--- src/tlcs_alu_cfg.svh ---
//----------------------------------------------------------
// TLCS-900H ALU configuration
// datapath and divider widths shared by all blocks
//----------------------------------------------------------
`ifndef TLCS_ALU_CFG_SVH
`define TLCS_ALU_CFG_SVH

// one long word, the widest operand the ALU takes
`define ALU_W 32

// divisor width, also the quotient bit count at word size
`define DIV_W 16

`endif

--- src/tlcs_alu_pkg.sv ---
//----------------------------------------------------------
// TLCS-900H ALU package
// operation codes, carry-in sources and the status flag set
//----------------------------------------------------------
`default_nettype none

package tlcs_alu_pkg;

    // encodings match the alu_sel field driven by the decoder
    typedef enum logic [4:0] {
        ADD  = 5'd0,
        SUB  = 5'd1,
        AND  = 5'd2,
        OR   = 5'd3,
        XOR  = 5'd4,
        CPL  = 5'd5,    // low 16 bits only
        SHL  = 5'd6,
        SHR  = 5'd7,
        MUL  = 5'd8,
        MULS = 5'd9,
        DIV  = 5'd10,
        DIVS = 5'd11,
        BAND = 5'd12,   // bit AND into carry
        BSET = 5'd13,
        MIRR = 5'd14,
        BS1B = 5'd15,   // highest set bit
        DAA  = 5'd16
    } alu_op_e;

    // where the carry-in of the current operation comes from
    typedef enum logic [2:0] {
        CIN  = 3'd0,    // stored carry
        COM  = 3'd1,    // inverted carry
        B0   = 3'd2,    // op0 bit 0
        HI   = 3'd3,
        ZF   = 3'd4,    // stored zero flag
        SA   = 3'd5,    // op2 sign at current size
        SH   = 3'd6,    // op2 bit 0
        ZERO = 3'd7
    } carry_e;

    // n is also read back as subtract mode by DAA
    typedef struct packed {
        logic n;
        logic h;
        logic z;
        logic v;
        logic c;
        logic p;
    } flags_t;

endpackage

`default_nettype wire

--- src/alu_if.sv ---
//----------------------------------------------------------
// TLCS-900H ALU interfaces
// operand bundle into the core and the flag loop around it
//----------------------------------------------------------
`timescale 1ns/100ps
`default_nettype none

`include "tlcs_alu_cfg.svh"

interface alu_operand_if;
    logic [`ALU_W-1:0]     op0;        // destination
    logic [`ALU_W-1:0]     op1;        // source
    logic [`ALU_W-1:0]     op2;        // shift operand
    logic                  bs;         // byte size
    logic                  ws;         // word size, long when both low
    tlcs_alu_pkg::alu_op_e op_sel;
    tlcs_alu_pkg::carry_e  carry_sel;

    modport src (
        output op0, op1, op2,
        output bs, ws,
        output op_sel, carry_sel
    );

    modport dst (
        input op0, op1, op2,
        input bs, ws,
        input op_sel, carry_sel
    );
endinterface

interface alu_flag_if;
    tlcs_alu_pkg::flags_t raw;     // flags of the current result
    tlcs_alu_pkg::flags_t cur;     // stored flags

    modport calc (
        input  cur,
        output raw
    );

    modport store (
        input  raw,
        output cur
    );
endinterface

`default_nettype wire

--- src/alu_div.sv ---
//----------------------------------------------------------
// TLCS-900H ALU divider
// restoring divide, one quotient bit per enabled cycle,
// 32/16 at word size and 16/8 at byte size
//----------------------------------------------------------
`timescale 1ns/100ps
`default_nettype none

`include "tlcs_alu_cfg.svh"

module alu_div (
    input  logic              clk,
    input  logic              rst,
    input  logic              cen,
    input  logic              start,
    input  logic              len,         // high for word size
    input  logic              sign,
    input  logic [`ALU_W-1:0] dividend,
    input  logic [`DIV_W-1:0] divisor,
    output logic [`DIV_W-1:0] quot,
    output logic [`DIV_W-1:0] rem,
    output logic              busy,
    output logic              v
);

    localparam int HW = `DIV_W / 2;
    localparam int CW = $clog2(`DIV_W + 1);

    logic              sd, ss;          // operand signs
    logic [`ALU_W-1:0] dnd_mag;
    logic [`DIV_W-1:0] dvs_mag;
    logic [`DIV_W-1:0] rem_init, quo_init;
    logic [`DIV_W-1:0] rem_r, quo_r, dvs_r;
    logic [`DIV_W:0]   trial;
    logic [CW-1:0]     cnt;
    logic              len_r, sign_r, neg_q, neg_r, ovf_u;
    logic [`DIV_W-1:0] q_mag, q_lim;
    logic              sovf;

    // magnitudes, byte operands aligned into the word datapath
    always_comb begin
        sd = len ? dividend[`ALU_W-1] : dividend[`DIV_W-1];
        ss = len ? divisor[`DIV_W-1] : divisor[HW-1];
        if (len) begin
            dnd_mag  = (sign && sd) ? -dividend : dividend;
            dvs_mag  = (sign && ss) ? -divisor : divisor;
            rem_init = dnd_mag[`ALU_W-1:`DIV_W];
            quo_init = dnd_mag[`DIV_W-1:0];
        end else begin
            dnd_mag  = {{(`ALU_W-`DIV_W){1'b0}},
                        (sign && sd) ? -dividend[`DIV_W-1:0] : dividend[`DIV_W-1:0]};
            dvs_mag  = {{HW{1'b0}}, (sign && ss) ? -divisor[HW-1:0] : divisor[HW-1:0]};
            rem_init = {{HW{1'b0}}, dnd_mag[`DIV_W-1:HW]};
            quo_init = {dnd_mag[HW-1:0], {HW{1'b0}}};
        end
    end

    assign trial = {rem_r, quo_r[`DIV_W-1]} - {1'b0, dvs_r};

    always_ff @(posedge clk) begin
        if (rst) begin
            busy   <= 1'b0;
            cnt    <= '0;
            len_r  <= 1'b0;
            sign_r <= 1'b0;
            neg_q  <= 1'b0;
            neg_r  <= 1'b0;
            ovf_u  <= 1'b0;
        end else if (cen) begin
            if (start && !busy) begin
                busy   <= 1'b1;
                cnt    <= len ? CW'(`DIV_W) : CW'(HW);
                len_r  <= len;
                sign_r <= sign;
                neg_q  <= sign && (sd ^ ss);
                neg_r  <= sign && sd;
                ovf_u  <= rem_init >= dvs_mag;     // also catches a zero divisor
            end else if (busy) begin
                cnt <= cnt - 1'b1;
                if (cnt == CW'(1))
                    busy <= 1'b0;
            end
        end
    end

    always_ff @(posedge clk) begin
        if (cen) begin
            if (start && !busy) begin
                rem_r <= rem_init;
                quo_r <= quo_init;
                dvs_r <= dvs_mag;
            end else if (busy) begin
                if (!trial[`DIV_W]) begin           // fits, keep the difference
                    rem_r <= trial[`DIV_W-1:0];
                    quo_r <= {quo_r[`DIV_W-2:0], 1'b1};
                end else begin                      // restore
                    rem_r <= {rem_r[`DIV_W-2:0], quo_r[`DIV_W-1]};
                    quo_r <= {quo_r[`DIV_W-2:0], 1'b0};
                end
            end
        end
    end

    // signed quotients must fit the signed range of the size
    always_comb begin
        q_mag = len_r ? quo_r : {{HW{1'b0}}, quo_r[HW-1:0]};
        q_lim = len_r ? {1'b1, {(`DIV_W-1){1'b0}}} : {{HW{1'b0}}, 1'b1, {(HW-1){1'b0}}};
        sovf  = neg_q ? (q_mag > q_lim) : (q_mag >= q_lim);
    end

    assign quot = neg_q ? -q_mag : q_mag;
    assign rem  = neg_r ? -rem_r : rem_r;  // sign of the dividend
    assign v    = ovf_u | (sign_r & sovf);

    a_no_start_busy: assert property (@(posedge clk) disable iff (rst) busy |-> !start)
        else $error("divider started while busy");

endmodule

`default_nettype wire

--- src/alu_core.sv ---
//----------------------------------------------------------
// TLCS-900H ALU core
// combinational result and raw flags, starts the divider
//----------------------------------------------------------
`timescale 1ns/100ps
`default_nettype none

`include "tlcs_alu_cfg.svh"

module alu_core (
    alu_operand_if.dst        ops,
    alu_flag_if.calc          flg,
    input  logic              clk,
    input  logic              rst,
    input  logic              cen,
    input  logic              div,
    output logic              div_busy,
    output logic [`ALU_W-1:0] rslt
);

    logic                     cx;            // selected carry-in
    logic                     sub;
    logic [`ALU_W-1:0]        opb;
    logic [`ALU_W-1:0]        sum;
    logic                     k0, k1, k2, k3;
    logic                     v8, v16, v32;
    logic [3:0]               bidx;
    logic                     bsel;
    logic [7:0]               daa;
    logic                     daa_hi, daa_lo, daa_c;
    logic [`ALU_W-1:0]        prod_u;
    logic signed [`ALU_W-1:0] prod_s;
    logic [`DIV_W-1:0]        div_quot, div_rem;
    logic                     div_v, div_sign;
    logic [`ALU_W-1:0]        rslt_c;
    logic [2:0]               cc;            // byte, word, long carry
    logic                     h, v;
    tlcs_alu_pkg::flags_t     raw_f;

    function automatic logic [3:0] msb_index(input logic [15:0] x);
        logic [3:0] idx;
        idx = 4'd0;
        for (int i = 0; i < 16; i++) begin
            if (x[i])
                idx = 4'(i);
        end
        return idx;
    endfunction

    function automatic logic [15:0] mirror16(input logic [15:0] x);
        logic [15:0] m;
        for (int i = 0; i < 16; i++)
            m[i] = x[15-i];
        return m;
    endfunction

    assign div_sign = ops.op_sel == tlcs_alu_pkg::DIVS;

    alu_div u_div (
        .clk      (clk),
        .rst      (rst),
        .cen      (cen),
        .start    (div),
        .len      (~ops.bs),
        .sign     (div_sign),
        .dividend (ops.op0),
        .divisor  (ops.op1[`DIV_W-1:0]),
        .quot     (div_quot),
        .rem      (div_rem),
        .busy     (div_busy),
        .v        (div_v)
    );

    always_comb begin
        case (ops.carry_sel)
            tlcs_alu_pkg::CIN:  cx = flg.cur.c;
            tlcs_alu_pkg::COM:  cx = ~flg.cur.c;
            tlcs_alu_pkg::B0:   cx = ops.op0[0];
            tlcs_alu_pkg::HI:   cx = 1'b1;
            tlcs_alu_pkg::ZF:   cx = flg.cur.z;
            tlcs_alu_pkg::SA:   cx = ops.bs ? ops.op2[7] : ops.ws ? ops.op2[15] : ops.op2[31];
            tlcs_alu_pkg::SH:   cx = ops.op2[0];
            default:            cx = 1'b0;
        endcase
    end

    // subtract adds the inverted source, carry-in works as borrow
    always_comb begin
        sub = ops.op_sel == tlcs_alu_pkg::SUB;
        opb = sub ? ~ops.op1 : ops.op1;
        {k0, sum[3:0]}   = {1'b0, ops.op0[3:0]} + {1'b0, opb[3:0]} + {4'd0, cx ^ sub};
        {k1, sum[7:4]}   = {1'b0, ops.op0[7:4]} + {1'b0, opb[7:4]} + {4'd0, k0};
        {k2, sum[15:8]}  = {1'b0, ops.op0[15:8]} + {1'b0, opb[15:8]} + {8'd0, k1};
        {k3, sum[31:16]} = {1'b0, ops.op0[31:16]} + {1'b0, opb[31:16]} + {16'd0, k2};
        v8  = (ops.op0[7] == opb[7]) && (sum[7] != ops.op0[7]);
        v16 = (ops.op0[15] == opb[15]) && (sum[15] != ops.op0[15]);
        v32 = (ops.op0[31] == opb[31]) && (sum[31] != ops.op0[31]);
    end

    // correction for a decimal add, none after a subtract
    assign daa_hi = !flg.cur.n && (flg.cur.c || ops.op0[7:0] > 8'h99);
    assign daa_lo = !flg.cur.n && (flg.cur.h || ops.op0[3:0] > 4'd9);
    assign daa    = {daa_hi ? 4'h6 : 4'h0, daa_lo ? 4'h6 : 4'h0};
    assign daa_c  = flg.cur.n ? flg.cur.c : daa_hi;

    assign prod_u = ops.op0[15:0] * ops.op1[15:0];
    assign prod_s = $signed(ops.op0[15:0]) * $signed(ops.op1[15:0]);

    assign bidx = {ops.ws & ops.op1[3], ops.op1[2:0]};    // bit 0-7, or 0-15 on words
    assign bsel = ops.op0[bidx];

    always_comb begin
        rslt_c = ops.op0;
        cc     = {3{cx}};
        h      = 1'b0;
        v      = flg.cur.v;                  // kept unless the operation defines it
        case (ops.op_sel)
            tlcs_alu_pkg::ADD, tlcs_alu_pkg::SUB: begin
                rslt_c = sum;
                h      = k0 ^ sub;
                cc     = {k3, k2, k1} ^ {3{sub}};
                v      = ops.bs ? v8 : ops.ws ? v16 : v32;
            end
            tlcs_alu_pkg::AND:  rslt_c = ops.op0 & ops.op1;
            tlcs_alu_pkg::OR:   rslt_c = ops.op0 | ops.op1;
            tlcs_alu_pkg::XOR:  rslt_c = ops.op0 ^ ops.op1;
            tlcs_alu_pkg::CPL:  rslt_c[15:0] = ~ops.op0[15:0];
            tlcs_alu_pkg::SHL: begin
                rslt_c = {ops.op2[30:0], cx};
                cc     = {ops.op2[31], ops.op2[15], ops.op2[7]};
            end
            tlcs_alu_pkg::SHR: begin
                rslt_c = {cx, ops.op2[31:1]};
                if (ops.bs)
                    rslt_c[7] = cx;
                if (ops.ws)
                    rslt_c[15] = cx;
                cc = {3{ops.op2[0]}};
            end
            tlcs_alu_pkg::MUL:  rslt_c = prod_u;
            tlcs_alu_pkg::MULS: rslt_c = prod_s;
            tlcs_alu_pkg::DIV, tlcs_alu_pkg::DIVS: begin
                if (ops.bs)
                    rslt_c[15:0] = {div_rem[7:0], div_quot[7:0]};
                else
                    rslt_c = {div_rem, div_quot};
                v = div_v;
            end
            tlcs_alu_pkg::BAND: cc = {3{bsel & cx}};
            tlcs_alu_pkg::BSET: begin
                rslt_c[bidx] = cx;
                cc           = {3{~bsel}};
            end
            tlcs_alu_pkg::MIRR: rslt_c[15:0] = mirror16(ops.op0[15:0]);
            tlcs_alu_pkg::BS1B: begin
                rslt_c[7:0] = {4'd0, msb_index(ops.op0[15:0])};
                v           = ~|ops.op0[15:0];        // no bit set
            end
            tlcs_alu_pkg::DAA: begin
                rslt_c[7:0] = daa;
                cc          = {3{daa_c}};
            end
            default: ;
        endcase
    end

    always_comb begin
        raw_f.n = ops.bs ? rslt_c[7] : ops.ws ? rslt_c[15] : rslt_c[31];
        raw_f.h = h;
        raw_f.z = ops.bs ? rslt_c[7:0] == '0 : ops.ws ? rslt_c[15:0] == '0 : rslt_c == '0;
        raw_f.v = v;
        raw_f.c = ops.bs ? cc[0] : ops.ws ? cc[1] : cc[2];
        raw_f.p = ops.bs ? ~^rslt_c[7:0] : ~^rslt_c[15:0];    // even parity
    end

    assign flg.raw = raw_f;
    assign rslt    = rslt_c;

    a_one_size: assert property (@(posedge clk) disable iff (rst) !(ops.bs && ops.ws))
        else $error("byte and word size selected together");

endmodule

`default_nettype wire

--- src/alu_flag_reg.sv ---
//----------------------------------------------------------
// TLCS-900H status flag register
// takes the ALU flags or a direct load, feeds them back
//----------------------------------------------------------
`timescale 1ns/100ps
`default_nettype none

module alu_flag_reg (
    input  logic                 clk,
    input  logic                 rst,
    input  logic                 cen,
    input  logic                 flag_we,     // write from the ALU
    input  logic                 flag_load,   // direct load, wins over flag_we
    input  tlcs_alu_pkg::flags_t flag_in,
    alu_flag_if.store            flg
);

    tlcs_alu_pkg::flags_t cur_r;

    // raw v already carries the stored value when the op leaves it alone
    always_ff @(posedge clk) begin
        if (rst) begin
            cur_r <= '0;
        end else if (cen) begin
            if (flag_load)
                cur_r <= flag_in;
            else if (flag_we)
                cur_r <= flg.raw;
        end
    end

    assign flg.cur = cur_r;

    a_cur_known: assert property (@(posedge clk) disable iff (rst) !$isunknown(flg.cur))
        else $error("stored flags hold unknown bits");

endmodule

`default_nettype wire

--- src/alu_unit.sv ---
//----------------------------------------------------------
// TLCS-900H ALU subsystem top
// ALU core, divider and flag register on plain ports
//----------------------------------------------------------
`timescale 1ns/100ps
`default_nettype none

`include "tlcs_alu_cfg.svh"

module alu_unit (
    input  logic              clk,
    input  logic              rst,
    input  logic              cen,
    input  logic [`ALU_W-1:0] op0,
    input  logic [`ALU_W-1:0] op1,
    input  logic [`ALU_W-1:0] op2,
    input  logic              bs,
    input  logic              ws,
    input  logic [4:0]        alu_sel,
    input  logic [2:0]        carry_sel,
    input  logic              div,
    input  logic              flag_we,
    input  logic              flag_load,
    input  logic [5:0]        flag_in,     // n h z v c p
    output logic              div_busy,
    output logic [`ALU_W-1:0] rslt,
    output logic [5:0]        flags
);

    alu_operand_if ops_if ();
    alu_flag_if    flg_if ();

    assign ops_if.op0       = op0;
    assign ops_if.op1       = op1;
    assign ops_if.op2       = op2;
    assign ops_if.bs        = bs;
    assign ops_if.ws        = ws;
    assign ops_if.op_sel    = tlcs_alu_pkg::alu_op_e'(alu_sel);
    assign ops_if.carry_sel = tlcs_alu_pkg::carry_e'(carry_sel);

    assign flags = flg_if.cur;

    alu_core u_core (
        .ops      (ops_if.dst),
        .flg      (flg_if.calc),
        .clk      (clk),
        .rst      (rst),
        .cen      (cen),
        .div      (div),
        .div_busy (div_busy),
        .rslt     (rslt)
    );

    alu_flag_reg u_flag_reg (
        .clk       (clk),
        .rst       (rst),
        .cen       (cen),
        .flag_we   (flag_we),
        .flag_load (flag_load),
        .flag_in   (tlcs_alu_pkg::flags_t'(flag_in)),
        .flg       (flg_if.store)
    );

endmodule

`default_nettype wire

--- config.mk ---
export PLATFORM = sky130hd
export DESIGN_NAME = alu_unit
export DESIGN_NICKNAME = d
export VERILOG_FILES = /design/src/tlcs_alu_pkg.sv /design/src/alu_if.sv /design/src/alu_div.sv /design/src/alu_core.sv /design/src/alu_flag_reg.sv /design/src/alu_unit.sv
export VERILOG_INCLUDE_DIRS = /design/src
export SDC_FILE = /design/constraint.sdc
export NUM_CORES = 2
export LEC_CHECK = 0
export BUFFER_PORTS_ARGS = -buffer_cell sky130_fd_sc_hd__buf_2
export CAP_MARGIN = 20
export CORE_ASPECT_RATIO = 0.5
export CORE_MARGIN = 10
export CORE_UTILIZATION = 50
export CTS_CLUSTER_DIAMETER = 80
export DETAILED_ROUTE_END_ITERATION = 12
export PLACE_DENSITY = 0.68
export SYNTH_ARGS = -nofsm -noshare
export SYNTH_HDL_FRONTEND = slang
export SYNTH_SLANG_ARGS = --single-unit
export TNS_END_PERCENT = 5
--- constraint.sdc ---
create_clock -name clk -period 26.8 [get_ports clk]
set_input_delay 8.04 -clock clk [delete_from_list [all_inputs] [get_ports clk]]
set_output_delay 8.04 -clock clk [all_outputs]
set_load 0.02 [all_outputs]
==> metrics.md <==
| Metric | Value |
|---|---|
| Starting DRT DRC Count | `3225` |
| CP max FO | `15` |
| Vias per cell | `6.31` |
| CTS clock-pin slew for the worst setup and hold paths | `0.06 ns` |
| Vert. Die Dim | `roughly 180 um` |
| RR Startpoint | `u_flag_reg.flg.cur[1]$_SDFFE_PP0P_` |
| HP Start | `u_core.u_div.cnt[3]$_SDFFE_PP0P_` |
| Worst-case clock buffer depth | `2` |
| Asr flop ratio synth | `0` |
| Synth warnings | `0` |
| Hold buffer count at CTS | `0` |
| CTS buffer count | `9` |
| Core area | `roughly 52000 um^2` |
| # setup viols final | `0` |
| Fin crit share | `0.946` |
| Worst R2R Setup Slack | `roughly 17 ns` |
| Worst hold endpoint | `u_core.u_div.cnt[3]$_SDFFE_PP0P_` |
| Global-route wire length before repair | `roughly 170000 um` |
| PortBufs | `156` |
| Fmax | `39.4 MHz` |
| Drt drc | `0` |
| Post-synth top flop | `edfxtp_1` |
| WL/cell | `27.5 um` |
| Synth area leader | `fa_1` |
| Outcome | `completed` |
| Avg Cell Area, Syn | `between 7 and 8 um^2` |
| Gr usage total | `0.348` |
| CP peak stage delay | `0.52 ns` |
| Final GP Congestion | `1.02` |
| Nets | `between 4000 and 5000` |
| Vias in the first global route | `25750` |
| Routed WL | `113000 um` |
| Critical path type | `input pin to output pin` |
| Die width | `347 um` |
| Minimum clock period | `25.36 ns` |
| Hold Vio Cnt, Final | `0` |
| Unrepaired setup endpoints after global routing | `false` |
| Max Cap Viol | `0` |
| Max-slew violation count | `0` |
| H-tree depth | `3` |
| Crit-path leading delay family | `compound AO/OA/AOI/OAI gates` |
| Placement Rows | `59` |
| Fin Clk Skew | `0.00992 ns` |
| Syn Nets | `4126` |
| Crit path arrival time | `about 17 ns` |
| Synthesis-to-finish area growth | `6.47%` |
| Post-CTS Setup Inserts | `0` |
| Setup crit start kind | `input pin` |
| FF+latch count, synth | `65` |
| Slew HR | `0.211` |
| Post-synth EDFFs | `48` |
| Largest net degree at the start of global routing | `85` |
| Netlist cell types | `86` |
| Via count | `25845` |
| Synthesized instance count | `between 3000 and 4000` |
| Crit end category | `output pin` |
| Root buf cell | `clkbuf_16` |
| Initial core utilization | `0.509` |
| CP required | `18.76 ns` |
| Hold depth | `2` |
| Antenna violations before repair | `8` |
| Ranking of synthesized cells by area | `fa_1 (28%), ha_1 (14%), inv_1 (8.2%), edfxtp_1 (5.4%), nand2_1 (4.9%)` |
| Crit path max-delay cell type | `fa_1` |
| Post-Syn Area | `26700 um^2` |
| Pre-antenna DRT Iters | `6` |
| Grt total ovfl | `0` |
| Most used cell, CP | `fa_1` |
| Seq/Total Area, Yosys | `0.0668` |
| RR Endpoint | `u_flag_reg.flg.cur[3]$_SDFFE_PP0P_` |
| Num Clock Sinks | `65` |
| Hold Path Class | `flip-flop to flip-flop` |
| Antenna-violating nets left | `0` |
| Die area | `63600 um^2` |
| Fin Setup TNS | `0 ns` |
| Slew @ Worst Pin | `between 1 and 1.5 ns` |
| WP buf/inv | `2` |
| Gates resized, CTS repair | `0` |
| Top-area cell type share of the netlist area | `0.281` |
| Reg2reg path depth | `35` |
| Fraction of layout cells with a size suffix above 1 | `0.0784` |
| Io pins | `157` |
| CTS tree | `built` |
| Clock latency on the worst-skew pair | `0.33 ns` |
| Fill cells | `5032` |
| Dpl hpwl | `90500 um` |
-- metrics by stage --
stage / util / cell area, um^2 / cells / setup WS [ns] / hold WS (ns)
2_1_floorplan: - / 26700 / 3337 / 1.75 / 0.433
3_3_place_gp: 0.536 / 28100 / 4075 / 1.82 / 0.471
3_5_place_dp: 0.536 / 28100 / 4075 / 1.68 / 0.466
4_1_cts: 0.541 / 28400 / 4090 / 1.67 / 0.475
5_1_grt: 0.542 / 28400 / 4097 / 1.00 / 0.500
6_report: 0.542 / 28400 / 4098 / 1.44 / 0.486
-- per-layer routing --
layer | part of all wire | up-vias | global-route usage | routed length, um
met3 | 0.14 | 298 | 0.126 | 15900
li1 | - | 11243 | - | -
met2 | 0.41 | 1653 | 0.512 | 46000
met1 | 0.41 | 12651 | 0.464 | 45800
met5 | 0 | - | 0 | 0
met4 | 0.043 | 0 | 0.126 | 4900
-- synth_stat cells (9+ instances only) --
library cell and n:
inv_1 580, fa_1 375, nand2_1 345, ha_1 296
nor2_1 272, a21oi_1 178, o21ai_0 163, xnor2_1 137
clkbuf_1 118, nor3_1 51, edfxtp_1 48, a21o_1 46
nand3_1 39, xor2_1 39, a221oi_1 36, a31oi_1 36
nand2b_1 33, a211oi_1 32, buf_1 30, nand4_1 30
and3_1 26, mux2i_1 25, o22ai_1 23, a22oi_1 22
nor2b_1 22, o211ai_1 21, dfxtp_1 17, o21a_1 17
nor4_1 15, o2111ai_1 15, o31ai_1 14, or2_2 14
or3_1 14, o21bai_1 12, a2111oi_0 11, and2_1 11
nor3b_1 10, a222oi_1 9, nand3b_1 9
-- area by class of cell --
class,instances,area [um^2],share of cell area
multi-input combinational,2523,22100,0.779
clock buffer,12,236,0.00832
tap,701,877,0.0309
clock inverter,3,67.6,0.00238
inverter,593,2230,0.0783
sequential,65,1780,0.0627
antenna,6,15.0,0.000528
timing repair buffer,195,1080,0.0379
-- sequential cells by signal (all words and copies together), names as in the netlist --
| register | count |
|---|---|
| u_core.u_div.busy | 1 |
| u_core.u_div.cnt | 5 |
| u_core.u_div.dvs_r | 16 |
| u_core.u_div.len_r | 1 |
| u_core.u_div.neg_q | 1 |
| u_core.u_div.neg_r | 1 |
| u_core.u_div.ovf_u | 1 |
| u_core.u_div.quo_r | 16 |
| u_core.u_div.rem_r | 16 |
| u_core.u_div.sign_r | 1 |
| u_flag_reg.flg.cur | 6 |
-- cells by family after synthesis --
kind of cell / Yosys count / synth area share
buf+inv: 749 / 0.106
xor+xnor: 176 / 0.0578
compound gates: 723 / 0.177
simple gates: 917 / 0.156
fa+ha+maj: 671 / 0.420
mux: 36 / 0.0161
flops: 65 / 0.0668
-- how the worst max path moves through the flow --
| stage | end | startpoint | slack [ns] | cells past startpoint |
|---|---|---|---|---|
| after floorplan | rslt[26] | alu_sel[3] | 1.75 | 35 |
| after global placement | rslt[31] | ws | 1.82 | 34 |
| after detailed placement | rslt[31] | ws | 1.68 | 34 |
| after CTS | rslt[31] | ws | 1.67 | 34 |
| after global routing | rslt[31] | ws | 1.00 | 34 |
| final | rslt[31] | ws | 1.44 | 34 |
-- worst reg2reg max path, delay by kind of cell (launching register included) --
kind	cells	cell delay, ns
simple gates	7	1.97
compound gates	19	3.86
fa+ha+maj	8	3.72
flops	1	0.50
xor+xnor	1	0.12
-- cells in the final DEF, fill, tap and decap left out, drive strengths merged, types with 14 or more instances in the layout --
cell | netlist | layout
mux2i | 25 | 25
nand4 | 30 | 30
o22ai | 23 | 23
a31oi | 36 | 36
a22oi | 22 | 22
a211oi | 32 | 32
nand3 | 39 | 39
buf | 38 | 195
nor4 | 15 | 15
or3 | 14 | 14
xnor2 | 137 | 137
dfxtp | 17 | 17
a21o | 46 | 46
nor2 | 273 | 273
o2111ai | 15 | 15
inv | 585 | 585
o31ai | 15 | 15
nor2b | 22 | 22
nor3 | 51 | 51
o211ai | 22 | 22
or2 | 15 | 15
edfxtp | 48 | 48
fa | 375 | 375
o21ai | 168 | 168
ha | 296 | 296
nand2b | 33 | 33
xor2 | 39 | 39
a221oi | 36 | 36
o21a | 17 | 17
nand2 | 345 | 345
a21oi | 178 | 178
and3 | 26 | 26
Power is left out: the tool's default activity adds up to more than one toggle a clock period on the data nets, which glitch-free logic cannot reach.
